<file path="src/source/mul_config.svh">
`ifndef MUL_CONFIG_SVH
`define MUL_CONFIG_SVH

// element register width
`define MUL_XLEN 32

// full product width, twice the element register
`define MUL_PLEN 64

// one multiplier bit per step
`define MUL_STEPS 32

`endif

</file>
<file path="src/source/mul_ctrl_pkg.sv">
package mul_ctrl_pkg;

  // sequencer states
  // load captures operands, run steps the multiplier
  typedef enum logic [1:0] {
    IDLE   = 2'b00,
    LOAD   = 2'b01,
    RUN    = 2'b10,
    FINISH = 2'b11
  } seq_state_t;

endpackage

</file>
<file path="src/source/vector_types_pkg.sv">
package vector_types_pkg;

  // selected element width
  typedef enum logic [1:0] {
    SEW8  = 2'b00,
    SEW16 = 2'b01,
    SEW32 = 2'b10
  } sew_t;

  // multiply opcodes
  // high variants differ only in operand signedness
  typedef enum logic [2:0] {
    VMUL    = 3'b000,
    VMULH   = 3'b001,
    VMULHU  = 3'b010,
    VMULHSU = 3'b011,
    VMACC   = 3'b100,
    VNMSAC  = 3'b101,
    VWMUL   = 3'b110,
    VWMULU  = 3'b111
  } mul_op_t;

endpackage

</file>
<file path="src/source/mul_step_if.sv">
`timescale 1ns/1ps

interface mul_step_if;

  // one cycle pulse, operands captured
  logic load;

  // high through every run cycle
  logic step;

  // count has reached the final step
  logic last_step;

  // one cycle pulse, result ready
  logic finish;

  // state machine
  modport seq (
    output load, step, finish,
    input  last_step
  );

  // step counter
  modport cnt (
    input  load, step,
    output last_step
  );

  // shift-and-add datapath
  modport mulr (
    input load, step
  );

  // decode and result path
  modport dp (
    input load, finish
  );

endinterface

</file>
<file path="src/source/lane_multiplier.sv">
`timescale 1ns/1ps

`include "mul_config.svh"

module lane_multiplier (
  input  logic                 CLK,
  input  logic                 nRST,
  input  logic [`MUL_XLEN-1:0] multiplicand,
  input  logic [`MUL_XLEN-1:0] multiplier,
  input  logic [1:0]           is_signed,
  mul_step_if.mulr             ctl,
  output logic [`MUL_PLEN-1:0] product
);

  // operand signs and magnitudes
  logic                 a_neg;
  logic                 b_neg;
  logic [`MUL_XLEN-1:0] a_mag;
  logic [`MUL_XLEN-1:0] b_mag;

  // running sum and shift registers
  logic [`MUL_PLEN-1:0] acc;
  logic [`MUL_PLEN-1:0] mcand_sh;
  logic [`MUL_XLEN-1:0] mplier_sh;
  logic                 neg;

  // bit 1 is multiplicand sign enable, bit 0 multiplier
  assign a_neg = is_signed[1] & multiplicand[`MUL_XLEN-1];
  assign b_neg = is_signed[0] & multiplier[`MUL_XLEN-1];

  // most negative value maps to 2^31, still fits unsigned
  assign a_mag = a_neg ? -multiplicand : multiplicand;
  assign b_mag = b_neg ? -multiplier : multiplier;

  always_ff @(posedge CLK, negedge nRST) begin
    if (!nRST) begin
      acc <= '0;
      neg <= 1'b0;
    end else if (ctl.load) begin
      acc <= '0;
      // result sign remembered for the end
      neg <= a_neg ^ b_neg;
    end else if (ctl.step && mplier_sh[0]) begin
      acc <= acc + mcand_sh;
    end
  end

  always_ff @(posedge CLK) begin
    if (ctl.load) begin
      mcand_sh  <= {{(`MUL_PLEN - `MUL_XLEN){1'b0}}, a_mag};
      mplier_sh <= b_mag;
    end else if (ctl.step) begin
      // next multiplier bit, multiplicand weight doubles
      mcand_sh  <= mcand_sh << 1;
      mplier_sh <= mplier_sh >> 1;
    end
  end

  // sign restored on the magnitude product
  assign product = neg ? -acc : acc;

endmodule

</file>
<file path="src/source/mul_sequencer.sv">
`timescale 1ns/1ps

`include "mul_config.svh"

module mul_sequencer (
  input  logic   CLK,
  input  logic   nRST,
  input  logic   start,
  input  logic   flush,
  output logic   busy,
  output logic   done,
  mul_step_if.seq ctl
);

  mul_ctrl_pkg::seq_state_t state, next_state;

  always_ff @(posedge CLK, negedge nRST) begin
    if (!nRST) begin
      state <= mul_ctrl_pkg::IDLE;
      done  <= 1'b0;
    end else begin
      state <= next_state;
      // done registered on entry to finish
      done  <= (next_state == mul_ctrl_pkg::FINISH);
    end
  end

  always_comb begin
    next_state = state;
    case (state)
      mul_ctrl_pkg::IDLE: begin
        // start taken only when idle and not flushed
        if (start && !flush) next_state = mul_ctrl_pkg::LOAD;
      end
      mul_ctrl_pkg::LOAD: begin
        if (flush) next_state = mul_ctrl_pkg::IDLE;
        else next_state = mul_ctrl_pkg::RUN;
      end
      mul_ctrl_pkg::RUN: begin
        // flush beats last step, no done
        if (flush) next_state = mul_ctrl_pkg::IDLE;
        else if (ctl.last_step) next_state = mul_ctrl_pkg::FINISH;
      end
      default: begin
        next_state = mul_ctrl_pkg::IDLE;
      end
    endcase
  end

  // control decoded straight from state
  assign ctl.load   = (state == mul_ctrl_pkg::LOAD);
  assign ctl.step   = (state == mul_ctrl_pkg::RUN);
  assign ctl.finish = (state == mul_ctrl_pkg::FINISH);
  assign busy       = (state != mul_ctrl_pkg::IDLE);

  // load to finish spans every multiplier step
  a_run_length: assert property (@(posedge CLK) disable iff (!nRST)
    ctl.finish |-> $past(ctl.load, `MUL_STEPS + 1));

endmodule

</file>
<file path="src/source/mul_step_counter.sv">
`timescale 1ns/1ps

`include "mul_config.svh"

module mul_step_counter (
  input logic     CLK,
  input logic     nRST,
  mul_step_if.cnt cnt
);

  localparam int CW = $clog2(`MUL_STEPS);

  logic [CW-1:0] count;

  always_ff @(posedge CLK, negedge nRST) begin
    if (!nRST) begin
      count <= '0;
    end else if (cnt.load) begin
      count <= '0;
    end else if (cnt.step) begin
      // wraps to zero after the final step
      count <= count + 1'b1;
    end
  end

  // final step flag
  assign cnt.last_step = (count == CW'(`MUL_STEPS - 1));

  // no extra step once the last one has run
  a_no_step_past_last: assert property (@(posedge CLK) disable iff (!nRST)
    (cnt.step && cnt.last_step) |=> !cnt.step);

endmodule

</file>
<file path="src/source/multiply_unit.sv">
`timescale 1ns/1ps

`include "mul_config.svh"

module multiply_unit (
  input  logic                      CLK,
  input  logic                      nRST,
  input  vector_types_pkg::mul_op_t op,
  input  vector_types_pkg::sew_t    sew,
  input  logic [`MUL_XLEN-1:0]      vs1_data,
  input  logic [`MUL_XLEN-1:0]      vs2_data,
  input  logic [`MUL_XLEN-1:0]      vs3_data,
  mul_step_if.dp                    ctl,
  input  logic [`MUL_PLEN-1:0]      product,
  output logic [`MUL_XLEN-1:0]      ext_vs1,
  output logic [`MUL_XLEN-1:0]      ext_vs2,
  output logic [1:0]                is_signed,
  output logic [`MUL_XLEN-1:0]      wdata
);

  vector_types_pkg::mul_op_t op_q;
  vector_types_pkg::sew_t    sew_q;
  logic [`MUL_XLEN-1:0]      vs3_q;
  logic [`MUL_XLEN-1:0]      field;
  logic [`MUL_XLEN-1:0]      result;
  logic [`MUL_XLEN-1:0]      wdata_q;
  logic                      armed;
  logic                      high_sel;
  logic                      widen;
  logic                      accum;
  logic                      negate;

  // element in the low bits, upper bits sign or zero filled
  function automatic logic [`MUL_XLEN-1:0] extend(input logic [`MUL_XLEN-1:0] d,
                                                  input vector_types_pkg::sew_t w,
                                                  input logic sgn);
    logic [`MUL_XLEN-1:0] r;
    case (w)
      vector_types_pkg::SEW8:  r = {{(`MUL_XLEN - 8){sgn & d[7]}}, d[7:0]};
      vector_types_pkg::SEW16: r = {{(`MUL_XLEN - 16){sgn & d[15]}}, d[15:0]};
      default:                 r = d;
    endcase
    return r;
  endfunction

  // signedness from live op, multiplier samples it on load
  always_comb begin
    case (op)
      vector_types_pkg::VMULHU,
      vector_types_pkg::VWMULU:  is_signed = 2'b00;
      vector_types_pkg::VMULHSU: is_signed = 2'b10;
      default:                   is_signed = 2'b11;
    endcase
  end

  assign ext_vs1 = extend(vs1_data, sew, is_signed[0]);
  assign ext_vs2 = extend(vs2_data, sew, is_signed[1]);

  // op, width and addend held for the whole operation
  always_ff @(posedge CLK) begin
    if (ctl.load) begin
      op_q  <= op;
      sew_q <= sew;
      vs3_q <= vs3_data;
    end
  end

  always_ff @(posedge CLK, negedge nRST) begin
    if (!nRST) begin
      armed <= 1'b0;
    end else if (ctl.load) begin
      armed <= 1'b1;
    end else if (ctl.finish) begin
      armed <= 1'b0;
    end
  end

  // result decode from latched op
  assign high_sel = (op_q == vector_types_pkg::VMULH) || (op_q == vector_types_pkg::VMULHU) ||
                    (op_q == vector_types_pkg::VMULHSU);
  assign widen    = (op_q == vector_types_pkg::VWMUL) || (op_q == vector_types_pkg::VWMULU);
  assign accum    = (op_q == vector_types_pkg::VMACC) || (op_q == vector_types_pkg::VNMSAC);
  assign negate   = (op_q == vector_types_pkg::VNMSAC);

  always_comb begin
    case (sew_q)
      vector_types_pkg::SEW8:
        field = high_sel ? {24'b0, product[15:8]} : {24'b0, product[7:0]};
      vector_types_pkg::SEW16:
        field = high_sel ? {16'b0, product[31:16]} : {16'b0, product[15:0]};
      default:
        field = high_sel ? product[63:32] : product[31:0];
    endcase
    // widened result is the double width element
    if (widen) field = product[31:0];
    if (accum) result = negate ? (vs3_q - field) : (vs3_q + field);
    else result = field;
  end

  always_ff @(posedge CLK, negedge nRST) begin
    if (!nRST) begin
      wdata_q <= '0;
    end else if (ctl.finish && armed) begin
      wdata_q <= result;
    end
  end

  // result forwarded during finish, then held
  assign wdata = ctl.finish ? result : wdata_q;

  a_finish_after_load: assert property (@(posedge CLK) disable iff (!nRST)
    ctl.finish |-> armed);

endmodule

</file>
<file path="src/source/vector_mul_top.sv">
`timescale 1ns/1ps

`include "mul_config.svh"

module vector_mul_top (
  input  logic                      CLK,
  input  logic                      nRST,
  input  logic                      start,
  input  logic                      flush,
  input  vector_types_pkg::mul_op_t op,
  input  vector_types_pkg::sew_t    sew,
  input  logic [`MUL_XLEN-1:0]      vs1_data,
  input  logic [`MUL_XLEN-1:0]      vs2_data,
  input  logic [`MUL_XLEN-1:0]      vs3_data,
  output logic                      busy,
  output logic                      done,
  output logic [`MUL_XLEN-1:0]      wdata
);

  logic [`MUL_XLEN-1:0] ext_vs1;
  logic [`MUL_XLEN-1:0] ext_vs2;
  logic [1:0]           is_signed;
  logic [`MUL_PLEN-1:0] product;

  // step control shared by sequencer, counter, datapath
  mul_step_if step_if ();

  mul_sequencer seq_i (.CLK(CLK), .nRST(nRST), .start(start), .flush(flush),
                       .busy(busy), .done(done), .ctl(step_if.seq));

  mul_step_counter cnt_i (.CLK(CLK), .nRST(nRST), .cnt(step_if.cnt));

  // vs2 is multiplicand, vs1 multiplier
  lane_multiplier mul_i (.CLK(CLK), .nRST(nRST), .multiplicand(ext_vs2),
                         .multiplier(ext_vs1), .is_signed(is_signed),
                         .ctl(step_if.mulr), .product(product));

  multiply_unit mu_i (.CLK(CLK), .nRST(nRST), .op(op), .sew(sew),
                      .vs1_data(vs1_data), .vs2_data(vs2_data), .vs3_data(vs3_data),
                      .ctl(step_if.dp), .product(product),
                      .ext_vs1(ext_vs1), .ext_vs2(ext_vs2),
                      .is_signed(is_signed), .wdata(wdata));

endmodule

</file>
<file path="config.mk">
export PLATFORM = sky130hd
export DESIGN_NAME = vector_mul_top
export DESIGN_NICKNAME = d
export VERILOG_FILES = /design/src/source/mul_ctrl_pkg.sv /design/src/source/vector_types_pkg.sv /design/src/source/mul_step_if.sv /design/src/source/lane_multiplier.sv /design/src/source/mul_sequencer.sv /design/src/source/mul_step_counter.sv /design/src/source/multiply_unit.sv /design/src/source/vector_mul_top.sv
export VERILOG_INCLUDE_DIRS = /design/src /design/src/source
export SDC_FILE = /design/constraint.sdc
export NUM_CORES = 1
export LEC_CHECK = 0
export BUFFER_PORTS_ARGS = -buffer_cell sky130_fd_sc_hd__buf_2
export CORE_MARGIN = 2
export CORE_UTILIZATION = 45
export CTS_BUF_LIST = sky130_fd_sc_hd__clkbuf_16
export DETAILED_ROUTE_END_ITERATION = 10
export PLACE_DENSITY = 0.71
export SLEW_MARGIN = 15
export SYNTH_ARGS = -nofsm -noshare
export SYNTH_HDL_FRONTEND = slang
export SYNTH_HIERARCHICAL = 1
export SYNTH_SLANG_ARGS = --single-unit
export TNS_END_PERCENT = 30
</file>
<file path="constraint.sdc">
create_clock -name CLK -period 18.32 [get_ports CLK]
set_input_delay 0.916 -clock CLK [delete_from_list [all_inputs] [get_ports CLK]]
set_output_delay 0.916 -clock CLK [all_outputs]
set_load 0.01 [all_outputs]
</file>
# Word level (Yosys, flattened, before mapping)

Index checks and enable logic that the tools add are counted.

$add $sub $neg: 7
Equality and inequality tests: 17
Muxes and demuxes: 29
Bitwise logic cells: 7
Reductions and logical operators: 16

Operators by type and width:

| operator                                                        | count |
|---|---|
| 32-bit two-way mux                                              | 11 |
| 64-bit two-way mux                                              | 3 |
| 32-bit one-hot mux with 2 select lines                          | 3 |
| 64-bit adder                                                    | 1 |
| 32-bit negator                                                  | 2 |
| 64-bit negator                                                  | 1 |
| 32-bit adder                                                    | 1 |
| 32-bit subtractor                                               | 1 |
| 16-bit two-way mux                                              | 1 |
| 3-bit == test, second input constant                            | 5 |
| 3-bit by 2-bit == test with 1-bit output, second input constant | 4 |
| 5-bit two-way mux                                               | 2 |
| 2-bit two-way mux                                               | 4 |
| 8-bit two-way mux                                               | 1 |
| 2-bit nonzero test                                              | 4 |
| 1-bit AND                                                       | 6 |
| 2-bit by 1-bit == test with 1-bit output, second input constant | 3 |
| 2-bit == test, second input constant                            | 3 |
| 2-bit zero test                                                 | 3 |
| 2-bit one-hot mux with 3 select lines                           | 1 |
| 5-bit by 1-bit adder with 5-bit output, second input constant   | 1 |
| 5-bit == test, second input constant                            | 1 |
| 1-bit logical OR                                                | 4 |
| 2-bit one-hot mux with 2 select lines                           | 1 |
| 6 further kinds                                                 | 9 |

Register bits after elaboration: 239
Input port bits: 105
Output and inout port bits: 34

# Depth between registers and ports, before layout

Depth after elaboration: 10
Depth in mapped cells: 29

# Modules after synthesis

Netlist, hierarchy kept.

Modules (own cells, without submodules):

| module           | times used | cells an instance | area each (µm²) | seq. area each (µm²) |
|---|---|---|---|---|
| lane_multiplier  | 1          | 1496              | 12358.1         | 4189.0 |
| multiply_unit    | 1          | 842               | 6860.3          | 1936.9 |
| mul_step_counter | 1          | 22                | 276.5           | 125.1 |
| mul_sequencer    | 1          | 12                | 148.9           | 75.1 |

# Least setup slack after synthesis

OpenSTA, ideal clock, no wires.

Kind: register to output
From: reg mul_i.acc[20]
To: out wdata[29]
Arrival: 6.825 ns
Path slack: 10.579 ns
Stages on the path, launching flop included: 29
Cells stage by stage: dfrtp_1 -> or4_4 -> or3_4 -> nor2_2 -> nand4_1 -> or2_1 -> or4_4 -> o41ai_1 -> xnor2_1 -> nor2b_1 -> o32a_1 -> o311ai_1 -> nor4_2 -> nand3_1 -> or4_1 -> or2_1 -> buf_6 -> nand2_1 -> xnor2_1 -> ha_1 -> a21o_1 -> a21o_1 -> a211oi_1 -> o31ai_1 -> a31oi_1 -> a21oi_1 -> a21oi_1 -> mux2i_1 -> o31ai_1

Cells in the longest elaborated chain, start to end: 9

Ends and longest elaborated chain:

| element                                                  | line                  | source |
|---|---|---|
| from (decl)                                              | lane_multiplier.sv:22 | `` logic [`MUL_PLEN-1:0] acc; `` |
| from (signal assigned)                                   | lane_multiplier.sv:44 | `acc <= acc + mcand_sh;` |
| 64-bit negator (*)                                       | lane_multiplier.sv:60 | `assign product = neg ? -acc : acc;` |
| 64-bit two-way mux (*)                                   | lane_multiplier.sv:60 |  |
| via product[35]                                          | vector_mul_top.sv:23  | `` logic [`MUL_PLEN-1:0] product; `` |
| 32-bit two-way mux (*)                                   | multiply_unit.sv:92   | `field = high_sel ? product[63:32] : product[31:0];` |
| 32-bit one-hot mux with 2 select lines (*)               | multiply_unit.sv:86   | `case (sew_q)` |
| 32-bit two-way mux (*)                                   | multiply_unit.sv:95   | `if (widen) field = product[31:0];` |
| 32-bit adder / 32-bit subtractor (equally long branches) | multiply_unit.sv:96   | `if (accum) result = negate ? (vs3_q - field) : (vs3_q + field);` |
| 32-bit two-way mux (*) (2 in series)                     | multiply_unit.sv:96   |  |
| 32-bit two-way mux (*)                                   | multiply_unit.sv:109  | `assign wdata = ctl.finish ? result : wdata_q;` |
| to (decl)                                                | vector_mul_top.sv:17  | `` output logic [`MUL_XLEN-1:0] wdata `` |

Mark *: on every way through the listed nets, which the timed path passes. The rest lies on a longest branch.

# Final worst setup path

Ends and elaborated chain as after synthesis.

==> reports/metrics.cfg <==
[detailed_routing]
drc=0
wl_per_cell_um=18.51
routed_wl_um=55790
drt_iter0_drc=1394
vias_per_cell=5.884
route.vias.total=17730
first_pass_iters=5
ant_nets=0

[critical_path]
cp-end-kind=primary output
cp_max_fo=7
cp_slowest_stage_delay_ps=590
path_class=flop to primary output
regToRegStartpoint=mul_i/acc[20]
critical-path-slowest-cell=or4_1
crit_arrival_ps=8360
crit_required_ps=17400
startpoint=mul_i/acc[20]
startpoint_type=flop

[sta]
fin_skew_ps=31.67
holdWs_ps=383.0
report.final.hold_viol_count=0
finalCritPeriodShare_pct=50.64
min_period_ps=9277
fmax_mhz=107.8
setup_viol=0
rsz0062_at_grt=no
worstMarginPinSlew_ps=1094
max_slew_margin_pct=27.09
slew_viol_final=0
worst_slack_ps=9043
final.setup.tns_ps=0

[logic_synthesis]
synth.ff_latch_count=239
synth_cell_types=83
synth-edff-count=101
yosysSeqAreaShare_pct=32.20
avgSynthCellArea_sq_um=8.282
syn_nets=2579
synth_warnings=6
synthArstFlopShare_pct=44.35
synthesis.area_sq_um=19640
postSynthCellCount=2372
ys.flop_type=dfrtp_1

[die]
rows=76
die_h_um=212.9
dieArea_sq_um=45340
fp.dieW_um=212.9
io-pin-count=139
start_util_pct=45.60
core_area_sq_um=43080

[power]
seqPwrFrac_pct=27.9
ir_drop_uv=87.35
pwr-share-comb_pct=48.8
internal_power_mw=1.496
power_density_nw_per_um2=118.8
power_switching_mw=1.061
clkPwrFrac_pct=23.3
switching_share_pct=41.51
leakage_nw=9.310

[flow_run]
max_cap_violations=0

[global_route]
overflow=0
grt_antenna_before_repair=0
grt_pass1_wl_um=88990
grt_max_degree=163
grt_use_total_pct=24.36
grt_pass1_vias=16820

[clock_tree]
cts.sink_count=239
clk_latency_ps=600
clock_path_buffers=3
post_cts_buffers=0
numCtsBuffers=30
cts_tree=done
cts_resized=0
htreeDepth=1
cts_hold_buf=0
cts-root-buf=clkbuf_16
clkTransAtPathRegs_ps=60

[place]
place.port_buffers=138
dp_slack_ps=9763
place.gp.congestion=0.9609
dp_hpwl_um=41380
place_area_sq_um=20520

[layout]
design_area_sq_um=21520
fin_util_pct=49.95
seq_area_sq_um=6327
nets=2611
drive_gt1_share_pct=10.21
multi_input_area_sq_um=12450
nFillCells=4068
syn_to_final_growth_pct=9.528

[status]
outcome=complete, no violations

[min_path]
min_path_type=input pin to asynchronous set/reset pin

-- path summary, 6_finish.rpt --
path                                    end  cells after the start  slack [ps]
hold reg to reg             mu_i/wdata_q[2]                      2         480
min in group CLK            mu_i/wdata_q[2]                      2         480
max in group asynchronous     mul_i/acc[56]                      2       16700
hold / removal              mu_i/wdata_q[2]                      1         380
setup / recovery                  wdata[29]                     28        9040
setup reg to reg           mu_i/wdata_q[29]                     27       10620
-- critical path: cells and delay by family (launching register included) --
kind / cells / cell delay, ps
adders and majority gates: 1 / 360
AOI/OAI and AO/OA: 10 / 2450
buffers and inverters: 1 / 180
muxes: 1 / 130
and+or+nand+nor: 13 / 3980
xor gates and xnor gates: 2 / 210
DFF: 1 / 440
-- final cells by class --
| type | instances | share of cell area, % |
|---|---|---|
| flip-flops and latches | 239 | 29.41 |
| clock buffers | 30 | 3.489 |
| repair buffers | 153 | 3.803 |
| well taps | 585 | 3.402 |
| clock inverters | 26 | 1.146 |
| inverters | 51 | 0.8897 |
| diodes | 1 | 0.01163 |
| multi-input cells | 1929 | 57.85 |
-- power groups by stage --
stage	Sequential (mW)	Clock [mW]	Combinational, mW
2_1_floorplan	0.686	0	0.957
3_3_place_gp	0.717	0	1.20
3_5_place_dp	0.721	0	1.22
4_1_cts	0.712	0.611	1.23
5_1_grt	0.722	0.631	1.38
6_report	0.713	0.595	1.25
-- registers in the layout, summed over array words and instances (netlist names) --
register,count
mul_i/acc,64
mul_i/mcand_sh,64
mu_i/vs3_q,32
mu_i/wdata_q,32
mul_i/mplier_sh,32
cnt_i/count,5
mu_i/op_q,3
mu_i/sew_q,2
seq_i/state,2
mu_i/armed,1
mul_i/neg,1
seq_i/done,1
-- cells in the mapped netlist (all sizes together), types with 17 or more instances --
library cell	number	area share [%]
and2	17	0.55
inv	50	0.96
clkbuf	114	2.2
dfxtp	32	3.3
dfrtp	106	14
edfxtp	101	15
nor3	42	1.1
o31ai	40	1.8
nor2b	25	0.85
buf	39	1.4
nand2	267	5.1
a31oi	31	0.99
nor2	219	4.2
a22o	21	0.94
a22oi	35	1.3
or4	22	0.92
xnor2	157	7.0
a21oi	256	6.5
a21o	106	4.1
o21ai	164	4.2
o21a	18	0.69
nand4	35	1.2
and3	18	0.57
ha	100	6.4
xor2	76	3.4
mux2i	46	2.3
nand3	36	0.92
-- stage by stage --
stage | total power [mW] | instances
after floorplan | 1.643 | 2372
after global placement | 1.915 | 2957
after detailed placement | 1.941 | 2957
after CTS | 2.551 | 3013
after global routing | 2.733 | 3013
final | 2.557 | 3014
-- per-layer routing --
metal	routed length [um]	share of wire, %	up-vias	GRT usage, %
li1	-	-	8669	-
met1	25090	45	8308	33.63
met2	24960	45	652	39.04
met3	3912	7.0	103	3.412
met4	1797	3.2	2	8.271
met5	30	0.054	-	0.7786
-- kinds of logic (layout without fill, tap and decap cells) --
group	count (synthesis)	in the layout	share of synthesized area [%]
compound gates	784	784	25.32
xor+xnor	233	233	10.39
fa+ha+maj	102	102	6.573
buf+inv	204	260	4.522
flops	239	239	32.20
mux	61	61	3.223
other cells	0	1	0
simple gates	749	749	17.76
-- layout by cell type, fill, tap and decap left out, types with 21 or more instances in the layout --
| cell type | instances |
|---|---|
| o21ai_0 | 155 |
| dfrtp_1 | 105 |
| nor2b_1 | 22 |
| mux2i_1 | 46 |
| a31oi_1 | 31 |
| o31ai_1 | 36 |
| buf_2 | 137 |
| a21oi_1 | 256 |
| clkbuf_16 | 30 |
| nand3_1 | 36 |
| dfxtp_1 | 32 |
| nand2_1 | 267 |
| nor3_1 | 42 |
| edfxtp_1 | 101 |
| nor2_1 | 218 |
| ha_1 | 100 |
| xor2_1 | 76 |
| nand4_1 | 34 |
| a22o_1 | 21 |
| a22oi_1 | 35 |
| xnor2_1 | 157 |
| a21o_1 | 106 |
| inv_1 | 54 |
No activity file was read; power rests on OpenSTA's default activity.
